### src/rtl/line_pkg.sv
package line_pkg;

   ////////////////////////////////////////
   // sample path
   ////////////////////////////////////////

   localparam int ADC_BITS = 12;

   // one converted sample, tagged with its channel
   typedef struct packed {
      logic [2:0]          ch;
      logic [ADC_BITS-1:0] data;
   } adc_sample_t;

   // line sensor channels on the ADC128S022
   localparam logic [2:0] CH_LEFT   = 3'd5;
   localparam logic [2:0] CH_CENTRE = 3'd6;
   localparam logic [2:0] CH_RIGHT  = 3'd7;

   ////////////////////////////////////////
   // motor side
   ////////////////////////////////////////

   // H-bridge inputs, motor A then motor B
   typedef struct packed {
      logic in_a1;
      logic in_a2;
      logic in_b1;
      logic in_b2;
   } motor_cmd_t;

   // thresholded line sensors
   typedef struct packed {
      logic left;
      logic centre;
      logic right;
   } sensor_t;

   // defaults for the top level, 50 MHz board clock
   localparam int SCK_HALF_DEFAULT   = 10;
   localparam int THRESHOLD_DEFAULT  = 250;
   localparam int PWM_PERIOD_DEFAULT = 25000;
   localparam int DUTY_PCT_DEFAULT   = 45;
   localparam int HOLDOFF_DEFAULT    = 20000000;

endpackage

### src/rtl/adc_serial_reader.sv
`timescale 1ns/1ps

module adc_serial_reader #(
   parameter int SCK_HALF = line_pkg::SCK_HALF_DEFAULT
) (
   input  logic                  clk_50M,
   input  logic                  i_rst,
   input  logic                  i_adc_dout,
   output logic                  o_adc_cs_n,
   output logic                  o_adc_sck,
   output logic                  o_adc_din,
   output logic                  o_smp_valid,
   output line_pkg::adc_sample_t o_smp,
   input  logic                  i_smp_ready
);

   import line_pkg::*;

   localparam int DIV_W = (SCK_HALF > 1) ? $clog2(SCK_HALF) : 1;

   logic [DIV_W-1:0]    div_cnt;
   logic                tick;
   logic [4:0]          cyc;
   logic [2:0]          cur_addr;
   logic [2:0]          prev_addr;
   logic                have_prev;
   logic                last_rise;
   logic [ADC_BITS-1:0] shift_q;

   // channel order 5, 6, 7
   function automatic logic [2:0] next_addr(input logic [2:0] addr);
      case (addr)
         CH_LEFT:   return CH_CENTRE;
         CH_CENTRE: return CH_RIGHT;
         default:   return CH_LEFT;
      endcase
   endfunction

   ////////////////////////////////////////
   // sck half period enable
   ////////////////////////////////////////

   assign tick = ~o_adc_cs_n && (div_cnt == DIV_W'(SCK_HALF - 1));

   always_ff @(posedge clk_50M)
   begin
      if (i_rst || o_adc_cs_n || tick)
         div_cnt <= '0;
      else
         div_cnt <= div_cnt + 1'b1;
   end

   ////////////////////////////////////////
   // frame sequencing
   ////////////////////////////////////////

   // a frame opens with the falling edge of cycle 1
   // and closes half a period after the rising edge of cycle 16
   always_ff @(posedge clk_50M)
   begin
      if (i_rst)
      begin
         o_adc_cs_n <= 1'b1;
         o_adc_sck  <= 1'b1;
         o_adc_din  <= 1'b0;
         cyc        <= '0;
         cur_addr   <= CH_LEFT;
         prev_addr  <= CH_LEFT;
         have_prev  <= 1'b0;
         last_rise  <= 1'b0;
      end
      else
      begin
         last_rise <= 1'b0;
         if (o_adc_cs_n)
         begin
            // wait here while the last sample is not taken
            if (!o_smp_valid)
            begin
               o_adc_cs_n <= 1'b0;
               o_adc_sck  <= 1'b0;
               o_adc_din  <= 1'b0;
               cyc        <= 5'd1;
            end
         end
         else if (tick)
         begin
            if (!o_adc_sck)
            begin
               o_adc_sck <= 1'b1;
               last_rise <= (cyc == 5'd16);
            end
            else if (cyc == 5'd16)
            begin
               o_adc_cs_n <= 1'b1;
               o_adc_din  <= 1'b0;
               // data for this address comes back next frame
               prev_addr  <= cur_addr;
               cur_addr   <= next_addr(cur_addr);
               have_prev  <= 1'b1;
            end
            else
            begin
               o_adc_sck <= 1'b0;
               cyc       <= cyc + 5'd1;
               // address bits go out on cycles 3 to 5, msb first
               case (cyc)
                  5'd2:    o_adc_din <= cur_addr[2];
                  5'd3:    o_adc_din <= cur_addr[1];
                  5'd4:    o_adc_din <= cur_addr[0];
                  default: o_adc_din <= 1'b0;
               endcase
            end
         end
      end
   end

   ////////////////////////////////////////
   // data capture and output
   ////////////////////////////////////////

   always_ff @(posedge clk_50M)
   begin
      if (tick && !o_adc_sck && (cyc >= 5'd5))
         shift_q <= {shift_q[ADC_BITS-2:0], i_adc_dout};
      if (last_rise)
      begin
         o_smp.ch   <= prev_addr;
         o_smp.data <= shift_q;
      end
   end

   // first frame after reset carries no valid data
   always_ff @(posedge clk_50M)
   begin
      if (i_rst)
         o_smp_valid <= 1'b0;
      else if (last_rise && have_prev)
         o_smp_valid <= 1'b1;
      else if (i_smp_ready)
         o_smp_valid <= 1'b0;
   end

endmodule

### src/rtl/line_follower_top.sv
`timescale 1ns/1ps

module line_follower_top #(
   parameter int SCK_HALF   = line_pkg::SCK_HALF_DEFAULT,
   parameter int DEPTH      = 4,
   parameter int THRESHOLD  = line_pkg::THRESHOLD_DEFAULT,
   parameter int PWM_PERIOD = line_pkg::PWM_PERIOD_DEFAULT,
   parameter int DUTY_PCT   = line_pkg::DUTY_PCT_DEFAULT,
   parameter int HOLDOFF    = line_pkg::HOLDOFF_DEFAULT
) (
   input  logic                 clk_50M,
   input  logic                 i_rst,
   input  logic                 i_adc_dout,
   input  logic                 i_hold,
   output logic                 o_adc_cs_n,
   output logic                 o_adc_din,
   output logic                 o_adc_sck,
   output line_pkg::motor_cmd_t o_motor,
   output logic                 o_enable_a,
   output logic                 o_enable_b,
   output logic                 o_node_pulse
);

   import line_pkg::*;

   // reader to fifo
   logic        smp_valid;
   adc_sample_t smp;
   logic        smp_ready;

   // fifo to steering
   logic        fifo_valid;
   adc_sample_t fifo_data;
   logic        fifo_ready;

   adc_serial_reader #(
      .SCK_HALF    (SCK_HALF)
   ) adc_serial_reader_inst (
      .clk_50M     (clk_50M),
      .i_rst       (i_rst),
      .i_adc_dout  (i_adc_dout),
      .o_adc_cs_n  (o_adc_cs_n),
      .o_adc_sck   (o_adc_sck),
      .o_adc_din   (o_adc_din),
      .o_smp_valid (smp_valid),
      .o_smp       (smp),
      .i_smp_ready (smp_ready)
   );

   sample_fifo #(
      .DEPTH   (DEPTH)
   ) sample_fifo_inst (
      .clk_50M (clk_50M),
      .i_rst   (i_rst),
      .i_valid (smp_valid),
      .i_data  (smp),
      .o_ready (smp_ready),
      .o_valid (fifo_valid),
      .o_data  (fifo_data),
      .i_ready (fifo_ready)
   );

   line_steering #(
      .THRESHOLD    (THRESHOLD),
      .PWM_PERIOD   (PWM_PERIOD),
      .DUTY_PCT     (DUTY_PCT),
      .HOLDOFF      (HOLDOFF)
   ) line_steering_inst (
      .clk_50M      (clk_50M),
      .i_rst        (i_rst),
      .i_hold       (i_hold),
      .i_valid      (fifo_valid),
      .i_data       (fifo_data),
      .o_ready      (fifo_ready),
      .o_motor      (o_motor),
      .o_enable_a   (o_enable_a),
      .o_enable_b   (o_enable_b),
      .o_node_pulse (o_node_pulse)
   );

endmodule

### src/rtl/line_steering.sv
`timescale 1ns/1ps

module line_steering #(
   parameter int THRESHOLD  = line_pkg::THRESHOLD_DEFAULT,
   parameter int PWM_PERIOD = line_pkg::PWM_PERIOD_DEFAULT,
   parameter int DUTY_PCT   = line_pkg::DUTY_PCT_DEFAULT,
   parameter int HOLDOFF    = line_pkg::HOLDOFF_DEFAULT
) (
   input  logic                  clk_50M,
   input  logic                  i_rst,
   input  logic                  i_hold,
   input  logic                  i_valid,
   input  line_pkg::adc_sample_t i_data,
   output logic                  o_ready,
   output line_pkg::motor_cmd_t  o_motor,
   output logic                  o_enable_a,
   output logic                  o_enable_b,
   output logic                  o_node_pulse
);

   import line_pkg::*;

   localparam int DUTY_CNT = DUTY_PCT * PWM_PERIOD / 100;
   localparam int PWM_W    = (PWM_PERIOD > 1) ? $clog2(PWM_PERIOD) : 1;
   localparam int HOLD_W   = (HOLDOFF > 0) ? $clog2(HOLDOFF + 1) : 1;

   // drive modes, stop is the state out of reset
   localparam logic [1:0] MODE_STOP     = 2'd0;
   localparam logic [1:0] MODE_LEFT     = 2'd1;
   localparam logic [1:0] MODE_RIGHT    = 2'd2;
   localparam logic [1:0] MODE_STRAIGHT = 2'd3;

   sensor_t           sens;
   logic              accept;
   logic              above;
   logic              upd_motor;
   logic [1:0]        mode;
   logic [PWM_W-1:0]  pwm_cnt;
   logic              pwm_on;
   logic [HOLD_W-1:0] hold_cnt;
   logic              node_now;

   assign o_ready = ~i_hold;
   assign accept  = i_valid && o_ready;
   assign above   = (i_data.data > ADC_BITS'(THRESHOLD));

   ////////////////////////////////////////
   // sensors and drive mode
   ////////////////////////////////////////

   always_ff @(posedge clk_50M)
   begin
      if (i_rst)
      begin
         sens      <= '0;
         upd_motor <= 1'b0;
         mode      <= MODE_STOP;
      end
      else
      begin
         upd_motor <= accept && (i_data.ch == CH_RIGHT);
         if (accept)
         begin
            case (i_data.ch)
               CH_LEFT:   sens.left   <= above;
               CH_CENTRE: sens.centre <= above;
               CH_RIGHT:  sens.right  <= above;
               default:   sens        <= sens;
            endcase
         end
         // new mode once a full 5-6-7 round is in
         if (upd_motor)
         begin
            if (sens.centre)
               mode <= MODE_STRAIGHT;
            else if (sens.left && !sens.right)
               mode <= MODE_LEFT;
            else if (sens.right && !sens.left)
               mode <= MODE_RIGHT;
         end
      end
   end

   ////////////////////////////////////////
   // pwm and motor outputs
   ////////////////////////////////////////

   always_ff @(posedge clk_50M)
   begin
      if (i_rst || (pwm_cnt == PWM_W'(PWM_PERIOD - 1)))
         pwm_cnt <= '0;
      else
         pwm_cnt <= pwm_cnt + 1'b1;
   end

   assign pwm_on = (int'(pwm_cnt) < DUTY_CNT);

   // inner wheel is slowed by the pwm on a turn
   always_comb
   begin
      if (i_hold)
         o_motor = '1;
      else
      begin
         case (mode)
            MODE_LEFT:     o_motor = '{in_a1: pwm_on, in_a2: 1'b0, in_b1: 1'b1, in_b2: 1'b0};
            MODE_RIGHT:    o_motor = '{in_a1: 1'b1, in_a2: 1'b0, in_b1: pwm_on, in_b2: 1'b0};
            MODE_STRAIGHT: o_motor = '{in_a1: 1'b1, in_a2: 1'b0, in_b1: 1'b1, in_b2: 1'b0};
            default:       o_motor = '0;
         endcase
      end
   end

   assign o_enable_a = ~i_hold;
   assign o_enable_b = ~i_hold;

   ////////////////////////////////////////
   // node detector
   ////////////////////////////////////////

   assign node_now = sens.centre && (sens.left || sens.right);

   always_ff @(posedge clk_50M)
   begin
      if (i_rst)
      begin
         o_node_pulse <= 1'b0;
         hold_cnt     <= '0;
      end
      else
      begin
         o_node_pulse <= 1'b0;
         if (hold_cnt != '0)
            hold_cnt <= hold_cnt - 1'b1;
         else if (node_now)
         begin
            o_node_pulse <= 1'b1;
            hold_cnt     <= HOLD_W'(HOLDOFF);
         end
      end
   end

endmodule

### src/rtl/sample_fifo.sv
`timescale 1ns/1ps

module sample_fifo #(
   parameter int DEPTH = 4
) (
   input  logic                  clk_50M,
   input  logic                  i_rst,
   input  logic                  i_valid,
   input  line_pkg::adc_sample_t i_data,
   output logic                  o_ready,
   output logic                  o_valid,
   output line_pkg::adc_sample_t o_data,
   input  logic                  i_ready
);

   import line_pkg::*;

   localparam int PTR_W = (DEPTH > 1) ? $clog2(DEPTH) : 1;
   localparam int CNT_W = $clog2(DEPTH + 1);

   adc_sample_t      mem [DEPTH];
   logic [PTR_W-1:0] wr_ptr;
   logic [PTR_W-1:0] rd_ptr;
   logic [CNT_W-1:0] count;
   logic             push;
   logic             pop;

   assign o_ready = (count != CNT_W'(DEPTH));
   assign o_valid = (count != '0);
   assign o_data  = mem[rd_ptr];

   assign push = i_valid && o_ready;
   assign pop  = o_valid && i_ready;

   always_ff @(posedge clk_50M)
   begin
      if (push)
         mem[wr_ptr] <= i_data;
   end

   // pointers wrap at DEPTH, so DEPTH need not be a power of two
   always_ff @(posedge clk_50M)
   begin
      if (i_rst)
      begin
         wr_ptr <= '0;
         rd_ptr <= '0;
         count  <= '0;
      end
      else
      begin
         if (push)
            wr_ptr <= (wr_ptr == PTR_W'(DEPTH - 1)) ? '0 : wr_ptr + 1'b1;
         if (pop)
            rd_ptr <= (rd_ptr == PTR_W'(DEPTH - 1)) ? '0 : rd_ptr + 1'b1;
         if (push && !pop)
            count <= count + 1'b1;
         else if (pop && !push)
            count <= count - 1'b1;
      end
   end

endmodule

### config.mk
export PLATFORM = sky130hd
export DESIGN_NAME = line_follower_top
export DESIGN_NICKNAME = d
export VERILOG_FILES = /design/src/rtl/line_pkg.sv /design/src/rtl/adc_serial_reader.sv /design/src/rtl/line_follower_top.sv /design/src/rtl/line_steering.sv /design/src/rtl/sample_fifo.sv
export SDC_FILE = /design/constraint.sdc
export NUM_CORES = 1
export LEC_CHECK = 0
export BUFFER_PORTS_ARGS = -buffer_cell sky130_fd_sc_hd__buf_4
export CORE_UTILIZATION = 42
export CTS_CLUSTER_DIAMETER = 30
export DETAILED_ROUTE_END_ITERATION = 10
export SLEW_MARGIN = 5
export SYNTH_ARGS = -nofsm -noshare
export SYNTH_HDL_FRONTEND = slang
export SYNTH_SLANG_ARGS = --single-unit
### constraint.sdc
create_clock -name clk_50M -period 2.2 [get_ports clk_50M]
set_clock_uncertainty 0.1 [all_clocks]
set_input_delay 0.11 -clock clk_50M [delete_from_list [all_inputs] [get_ports clk_50M]]
set_output_delay 0.11 -clock clk_50M [all_outputs]
set_load 0.01 [all_outputs]
==> After elaboration in Yosys (flattened, before gate mapping) <==
Memories as Yosys holds them, arrays and structs flattened. A register that Yosys moved wholly into a read port is not among the register bits.
Index checks and enable logic that the tools add are counted.
{ "word_totals": {"reg_bits": 102, "ramBits": 60, "input_bits": 4, "out_inout_bits": 10, "wordCells": 135, "n_memories": 1} }
{ "memory_table": {"columns": ["memory", "depth", "width", "rd", "rd_ports_with_merged_regs", "wr", "line", "rtl"], "rows": [
  ["sample_fifo_inst.mem", 4, 15, 1, 1, 1, "sample_fifo.sv:21", "adc_sample_t mem [DEPTH];"]
]} }
{ "classes": {"add_sub_neg": 8, "order_cmp": 3, "n_eq_ne": 19, "muxes": 38, "bitwise_logic": 3, "n_reduce_logical": 39} }
{ "op_table": {"columns": ["operator", "count"], "rows": [
  ["25-bit 2-to-1 mux", 2],
  ["5-bit 2-to-1 mux", 5],
  ["25-bit nonzero test", 1],
  ["25-bit by 1-bit subtractor with 25-bit output (second input constant)", 1],
  ["1-bit 2-to-1 mux", 18],
  ["15-bit by 1-bit adder with 15-bit output (second input constant)", 1],
  ["15-bit equality test (second input constant)", 1],
  ["3-bit equality test (second input constant)", 5],
  ["15-bit by 14-bit less-than comparator with 1-bit output (second input constant)", 1],
  ["2-bit 2-to-1 mux", 7],
  ["12-bit by 8-bit greater-than comparator with 1-bit output (second input constant)", 1],
  ["1-bit logical AND", 12],
  ["4-bit one-hot mux with 3 select lines", 1],
  ["5-bit by 2-bit equality test with 1-bit output (second input constant)", 2],
  ["2-bit AND reduction", 5],
  ["2-bit nonzero test", 5],
  ["2-bit equality test (second input constant)", 4],
  ["4-bit AND reduction", 2],
  ["3-bit 2-to-1 mux", 2],
  ["3-bit nonzero test", 2],
  ["5-bit by 1-bit adder with 5-bit output (second input constant)", 1],
  ["5-bit by 3-bit equality test with 1-bit output (second input constant)", 1],
  ["5-bit equality test (second input constant)", 1],
  ["5-bit by 3-bit >= comparator with 1-bit output (second input constant)", 1],
  ["18 further kinds", 28]
]} }

==> Longest topological paths before layout <==
Gate-level depths: netlist (run 1).
{ "depth": {"depth_word": 6, "ltp_mapped": 9} }

==> Hierarchy <==
From an unflattened synthesis (run 1), not the netlist that was laid out.
{ "unflattened": {"cells_unflattened": 550, "area_unflattened_um2": 6902.9} }
{ "by_module_without_submodules": {"columns": ["mod", "instances", "cells_per_inst", "area_each_um2", "seq_area_each_um2"], "rows": [
  ["sample_fifo", 1, 126, 2640.0, 1981.9],
  ["line_steering", 1, 296, 2512.4, 940.9],
  ["adc_serial_reader", 1, 128, 1750.4, 1161.1]
]} }

==> Worst setup path after synthesis (run 1) <==
No wires, ideal clock.
{ "synth_timing": {"kind": "reg-to-reg", "start": "reg sample_fifo_inst.count[0]", "end": "reg sample_fifo_inst.count[2]", "arrival_ns": 2.071, "required_ns": 2.030, "path_slack_ns": -0.041, "path_stages_with_launch": 9, "cell_sequence": "dfxtp_1 > nor2_1 > a21oi_1 > ha_1 > inv_1 > fa_1 > xor2_1 > or3_1 > a21oi_1"} }
{ "synth_between": {"elab_chain_len": 5} }
{ "synth_lines": {"columns": ["element", "line", "rtl"], "rows": [
  ["from (decl)", "sample_fifo.sv:24", "logic [CNT_W-1:0] count;"],
  ["from (signal assigned)", "sample_fifo.sv:57", "count <= count + 1'b1;"],
  ["from (signal assigned)", "sample_fifo.sv:59", "count <= count - 1'b1;"],
  ["3-bit != test *", "sample_fifo.sv:28", "assign o_ready = (count != CNT_W'(DEPTH));"],
  ["1-bit logical AND *", "sample_fifo.sv:32", "assign push = i_valid && o_ready;"],
  ["named net sample_fifo_inst.push", "sample_fifo.sv:25", "logic push;"],
  ["1-bit logical NOT", "sample_fifo.sv:58", "else if (pop && !push)"],
  ["1-bit logical AND", "sample_fifo.sv:58", null],
  ["2-bit nonzero test (no line)", null, null]
]} }
Mark *: on every way through the listed nets, which the timed path passes. The rest lies on a longest branch. The select of a mux whose other input is x is not followed.
A chain may end at the register's enable or synchronous reset.

==> Worst setup path in the final report (run 1) <==
{ "layout_timing": {"start": "reg line_steering_inst.hold_cnt[14]", "end": "reg line_steering_inst.hold_cnt[11]"} }
{ "layout_between": {"elab_chain_len": 2} }
{ "layout_lines": {"columns": ["element", "line", "rtl"], "rows": [
  ["from (decl)", "line_steering.sv:40", "logic [HOLD_W-1:0] hold_cnt;"],
  ["from (signal assigned)", "line_steering.sv:134", "hold_cnt <= hold_cnt - 1'b1;"],
  ["from (signal assigned)", "line_steering.sv:138", "hold_cnt <= HOLD_W'(HOLDOFF);"],
  ["25-bit nonzero test *", "line_steering.sv:133", "if (hold_cnt != '0)"],
  ["25-bit 2-to-1 mux or 2-bit nonzero test (tied branches)", null, null]
]} }
Mark *: on every way between the ends. The rest lies on a longest branch, timed or not.

==> results of run 1 <==
-- layer usage --
metal | wire, um | global-route usage [%] | part of all wire, %
met1 | 5206 | 18.80 | 49
met2 | 5159 | 24.37 | 48
met3 | 215 | 4.854 | 2.0
met4 | 99 | 5.811 | 0.93
met5 | 0 | 0 | 0
-- what timing repair did --
item / 4_1_cts / 5_1_grt
hold buffers: 1 / 0
setup endpoints to repair: 6 / 18
resized for setup: 2 / 21
hold endpoints to repair: 1 / 0
buffers inserted: 0 / 6
pin swaps: 1 / 5
-- worst paths after layout --
path | startpoint | endpoint | slack (ns) | cells past startpoint
setup / recovery | line_steering_inst.hold_cnt[14] | line_steering_inst.hold_cnt[11] | 0.07 | 6
hold / removal | i_rst | line_steering_inst.hold_cnt[24] | 0.07 | 2
setup reg to reg | line_steering_inst.hold_cnt[14] | line_steering_inst.hold_cnt[11] | 0.07 | 6
hold reg to reg | adc_serial_reader_inst.shift_q[11] | adc_serial_reader_inst.o_smp[11] | 0.33 | 0
-- power breakdown --
group	switching [mW]	total [mW]	internal [mW]
Sequential	0.357	3.69	3.34
Combinational	1.68	3.19	1.50
Clock	1.19	2.69	1.50
Total	3.23	9.57	6.34
-- cell families after synthesis --
family / share of synthesized area [%]
AOI/OAI and AO/OA: 9.169
and+or+nand+nor: 16.69
xor gates and xnor gates: 3.881
DFF: 62.73
muxes: 1.505
buffers and inverters: 2.337
adders and majority gates: 3.683
-- registers in the layout (all words and copies together), names as in the netlist, 4 cells and up, named ones only --
register and cells:
line_steering_inst.pwm_cnt 15, sample_fifo_inst.mem 56, adc_serial_reader_inst.o_smp 14, adc_serial_reader_inst.cyc 5, line_steering_inst.hold_cnt 25, adc_serial_reader_inst.shift_q 12
adc_serial_reader_inst.div_cnt 4
-- worst max-delay path, cell delays in order (launching register included) --
cell and delay [ns]:
dfxtp_1 0.37, or4_4 0.59, nor4b_4 0.27, buf_4 0.19
a31oi_1 0.12, a211oi_1 0.27, a311oi_1 0.08
-- area by class of cell --
type | count | area [um^2] | area share [%]
Sequential cell | 157 | 3981 | 53.79
Inverter | 22 | 82.58 | 1.116
Timing Repair Buffer | 40 | 302.8 | 4.091
Tap cell | 184 | 230.2 | 3.110
Clock buffer | 20 | 446.7 | 6.034
Multi-Input combinational cell | 326 | 2257 | 30.49
Clock inverter | 12 | 101.3 | 1.369
-- Yosys cell counts, drive strengths merged, types with 5 or more instances --
cell	n	area [um^2]
a211oi	9	67.56
a21oi	24	120.1
and2	5	31.28
clkbuf	10	37.54
dfxtp	75	1501
edfxtp	82	2462
ha	17	212.7
inv	22	82.58
mux2i	5	50.05
nand2	23	86.33
nand2b	6	37.54
nand3	14	70.07
nand4	11	75.07
nor2	72	270.3
nor3	13	70.07
nor4	8	92.58
o211ai	5	37.54
o21ai	10	50.05
or3	9	56.30
xnor2	9	78.83
xor2	19	166.4
==> impl_metrics.toml, run 1 <==
[outcome]
run_status = "finished clean"

[timing]
clock.fmax_mhz = 470.5
period_share_pct = 96.62
tightest_slew_ns = 0.7424
hold_ws_ns = 0.06826
slew-limit-headroom_pct = 50.44
drv_slew = 0
worst_slack_ns = 0.07441
min_period_ns = 2.126
finalHoldViolations = 0
setup_viol = 0
rsz0062_at_grt = "yes"
fin_setup_tns_ns = 0

[grt]
grt_pass1_wl_um = 18630
grt_start_max_net_pins = 56
grt_use_total_pct = 15.11
grt_pass1_vias = 3888
antenna_found_initial = 0
overflow = 0

[power]
power.total_mw = 9.572
peakVddDrop_mv = 0.6782
p_leak_nw = 2.609
powerDensity_mw_per_mm2 = 1293

[detailed_routing]
drtIter0Drc = 232
drc_errors = 0
vias = 3924
routed_via_density = 5.156
wl_per_cell_um = 14.03
first_pass_iters = 4
finalWirelength_um = 10680
ant_nets = 0

[run]
maxCapViolations = 0

[synthesis]
yosys_most_used_dff = "edfxtp_1"
seq_area_frac_synth_pct = 62.73
synth.avg_cell_area_um2 = 12.17
synth_warnings = 0
postSynth.asyncResetShare_pct = 0
synthCells = 519
syn_nets = 541
ys_types = 62
ys_ff_latch = 157
netlist_area_mm2 = 0.006319
synth-edff-count = 82

[critical_path]
cp_max_fo = 8
crit_type = "reg2reg"
worstPathArrival_ns = 2.30
crit_required_ns = 2.38
cp-start-kind = "flip-flop"
cp-end-kind = "flip-flop"

[final_layout]
antenna_cells = 0
fillCellCount = 1245
final_common_cell = "edfxtp_1"
drive_gt1_share_pct = 18.89
fin_area_mm2 = 0.007402
final_nets = 586
utilization_pct = 50.74
final_cell_mix = "edfxtp_1 (82), nor2_1 (72), dfxtp_1 (65), buf_4 (39)"
area_growth_pct = 17.15
layout.cells.non_filler = 761

[floorplanning]
rows = 44
core_area_mm2 = 0.01459
start_util_pct = 43.31
io_pins = 14
die_w_um = 124.7
dieArea_mm2 = 0.01554
die_h_um = 124.7

[place]
dp_cells = 722
placed_area_mm2 = 0.006735
gp_congestion = 0.8430
place_ws_ns = -0.04996
dpl.hpwl_um = 7234
port_buffers = 13

[clocking]
clk_latency_ns = 0.42
cts_buffers = 17
cts.htree.levels = 4
cts.path.max_buffers = 2
cts_tree = "built"
clkSinkCount = 157
clkTransAtPathRegs_ns = 0.06
ctsRootBufferMaster = "clkbuf_16"

[hold_path]
hold_path.class = "in2reg"
No activity file was read; power rests on OpenSTA's default activity.
==> inputs of run 2 (changes only) <==
--- a/config.mk
+++ b/config.mk
@@ -9,6 +9,7 @@
 export CORE_UTILIZATION = 42
 export CTS_CLUSTER_DIAMETER = 30
 export DETAILED_ROUTE_END_ITERATION = 10
+export PLACE_DENSITY_LB_ADDON = 0.12
 export SLEW_MARGIN = 5
 export SYNTH_ARGS = -nofsm -noshare
 export SYNTH_HDL_FRONTEND = slang
==> impl_metrics.toml, run 2 (synthesis gave the netlist of run 1 again) <==
[floorplanning]
io_pins = 14
die_w_um = 124.7
die_h_um = 124.7
core_area_mm2 = 0.01459
dieArea_mm2 = 0.01554
start_util_pct = 43.31
rows = 44

[final_layout]
antenna_cells = 0
final_common_cell = "edfxtp_1"
regArea_mm2 = 0.003979
multi_input_area_mm2 = 0.002253
reg_top3 = "sample_fifo_inst.mem (56), line_steering_inst.hold_cnt (25), line_steering_inst.pwm_cnt (15)"
fillCellCount = 1237
drive_gt1_share_pct = 19.90
area_growth_pct = 17.90
final_nets = 592
final_cell_mix = "edfxtp_1 (82), nor2_1 (72), dfxtp_1 (67), buf_4 (45)"
regMostFlops = "sample_fifo_inst.mem"
utilization_pct = 51.06
largest_register_ffs = 56

[critical_path]
crit_required_ns = 2.46
rr_startpoint = "sample_fifo_inst.count[2]"
crit_type = "reg2reg"
crit_buf_inv = 2
crit_chain = "nor3_2, nor2_1, inv_1, ha_2, inv_1, fa_1, xor2_1, or3_1, a21oi_2"
worstPathArrival_ns = 2.38
cp_slowest_cell = "fa_1"
cp-end-kind = "flip-flop"
critPathTopFamily = "simple AND/OR/NAND/NOR gates"
cp-start-kind = "flip-flop"
crit_path_start = "sample_fifo_inst.count[2]"
cp_max_fo = 5
cp_slowest_stage_delay_ns = 0.38
crit_path_frequent_cell = "inv_1"

[grt]
grt_pass1_wl_um = 19400
grt_use_total_pct = 15.83
grt_start_max_net_pins = 56
overflow = 0
antenna_found_initial = 0
grt_pass1_vias = 3882

[timing]
clock.fmax_mhz = 470.3
finalHoldViolations = 0
hold_ws_ns = 0.06349
setup_viol = 0
period_share_pct = 96.65
rsz0062_at_grt = "yes"
slew-limit-headroom_pct = 54.19
min_period_ns = 2.126
drv_slew = 0
tightest_slew_ns = 0.6862

[clocking]
ctsRootBufferMaster = "clkbuf_16"
cts.htree.levels = 4
clk_latency_ns = 0.42
clkSinkCount = 157
cts_tree = "built"
cts.path.max_buffers = 2
cts_buffers = 17
clkTransAtPathRegs_ns = 0.06

[detailed_routing]
drc_errors = 0
routed_via_density = 5.186
wl_per_cell_um = 14.57
first_pass_iters = 8
drtIter0Drc = 202
finalWirelength_um = 11180
vias = 3978
ant_nets = 0

[hold_path]
min_from = "i_rst"
hold_path.class = "in2reg"

[power]
peakVddDrop_mv = 0.6392
p_leak_nw = 2.643
powerDensity_mw_per_mm2 = 1312

[run]
maxCapViolations = 0

[outcome]
run_status = "finished clean"

[place]
dpl.hpwl_um = 7580
gp_congestion = 0.8165
port_buffers = 13
run 2: cell types whose count changed in the layout (fill, tap and decap cells not counted), moves of 2 or more:
cell,delta
inv_8,+2
buf_4,+6
inv_6,-3
dfxtp_2,-2
dfxtp_1,+2
run 2: what timing repair did:
action                                  in CTS  in global routing
hold endpoints to repair                     1                  0
endpoints found under the setup margin       4                 15
pin swaps                                    1                  4
hold buffers                                 1                  0
buffers inserted                             0                  6
gates resized for setup                      3                 20
run 2: cell type report:
class	instances	share of cell area, %
tap	184	3.090
clock inverter	14	1.713
sequential	157	53.41
multi-input combinational	326	30.25
inverter	22	1.108
clock buffer	18	5.761
timing repair buffer	46	4.669
run 2: path summary, 6_finish.rpt:
kind,depth (start not counted),slack (ns),end
max,9,0.07,sample_fifo_inst.count[2]
max reg2reg,9,0.07,sample_fifo_inst.count[2]
min,2,0.06,adc_serial_reader_inst.cyc[1]
min reg2reg,0,0.32,adc_serial_reader_inst.o_smp[11]
run 2: layer usage:
metal	share of wire, %	wire [um]	vias up	GRT usage, %
met5	0	0	-	0
met1	48	5318	1900	20.28
li1	-	-	2020	-
met2	48	5406	44	25.32
met3	2.8	312	14	4.510
met4	1.3	140	0	6.095
run 2: power by group:
group	internal, mW	switching [mW]
clock network	1.48	1.24
registers	3.33	0.329
logic	1.61	1.77
run 2: stage by stage:
step | cells | setup slack (ns) | area, um^2 | setup TNS, ns | total power, mW
after global routing | 767 | -0.03907 | 7450 | -0.06829 | 10.40
after CTS | 761 | 0.004674 | 7355 | 0 | 9.536
final | 767 | 0.07378 | 7450 | 0 | 9.777
after floorplan | 519 | 0.08910 | 6322 | 0 | 5.707
after global placement | 728 | 0.07792 | 6780 | 0 | 6.745
after detailed placement | 728 | -0.05513 | 6780 | -0.05513 | 6.770
run 2: worst reg2reg max path, delay by kind of cell (launching register included):
kind	cells	cell delay [ns]
xor gates and xnor gates	1	0.19
DFF	1	0.35
and+or+nand+nor	3	0.60
buffers and inverters	2	0.13
adders and majority gates	2	0.56
AOI/OAI and AO/OA	1	0.13
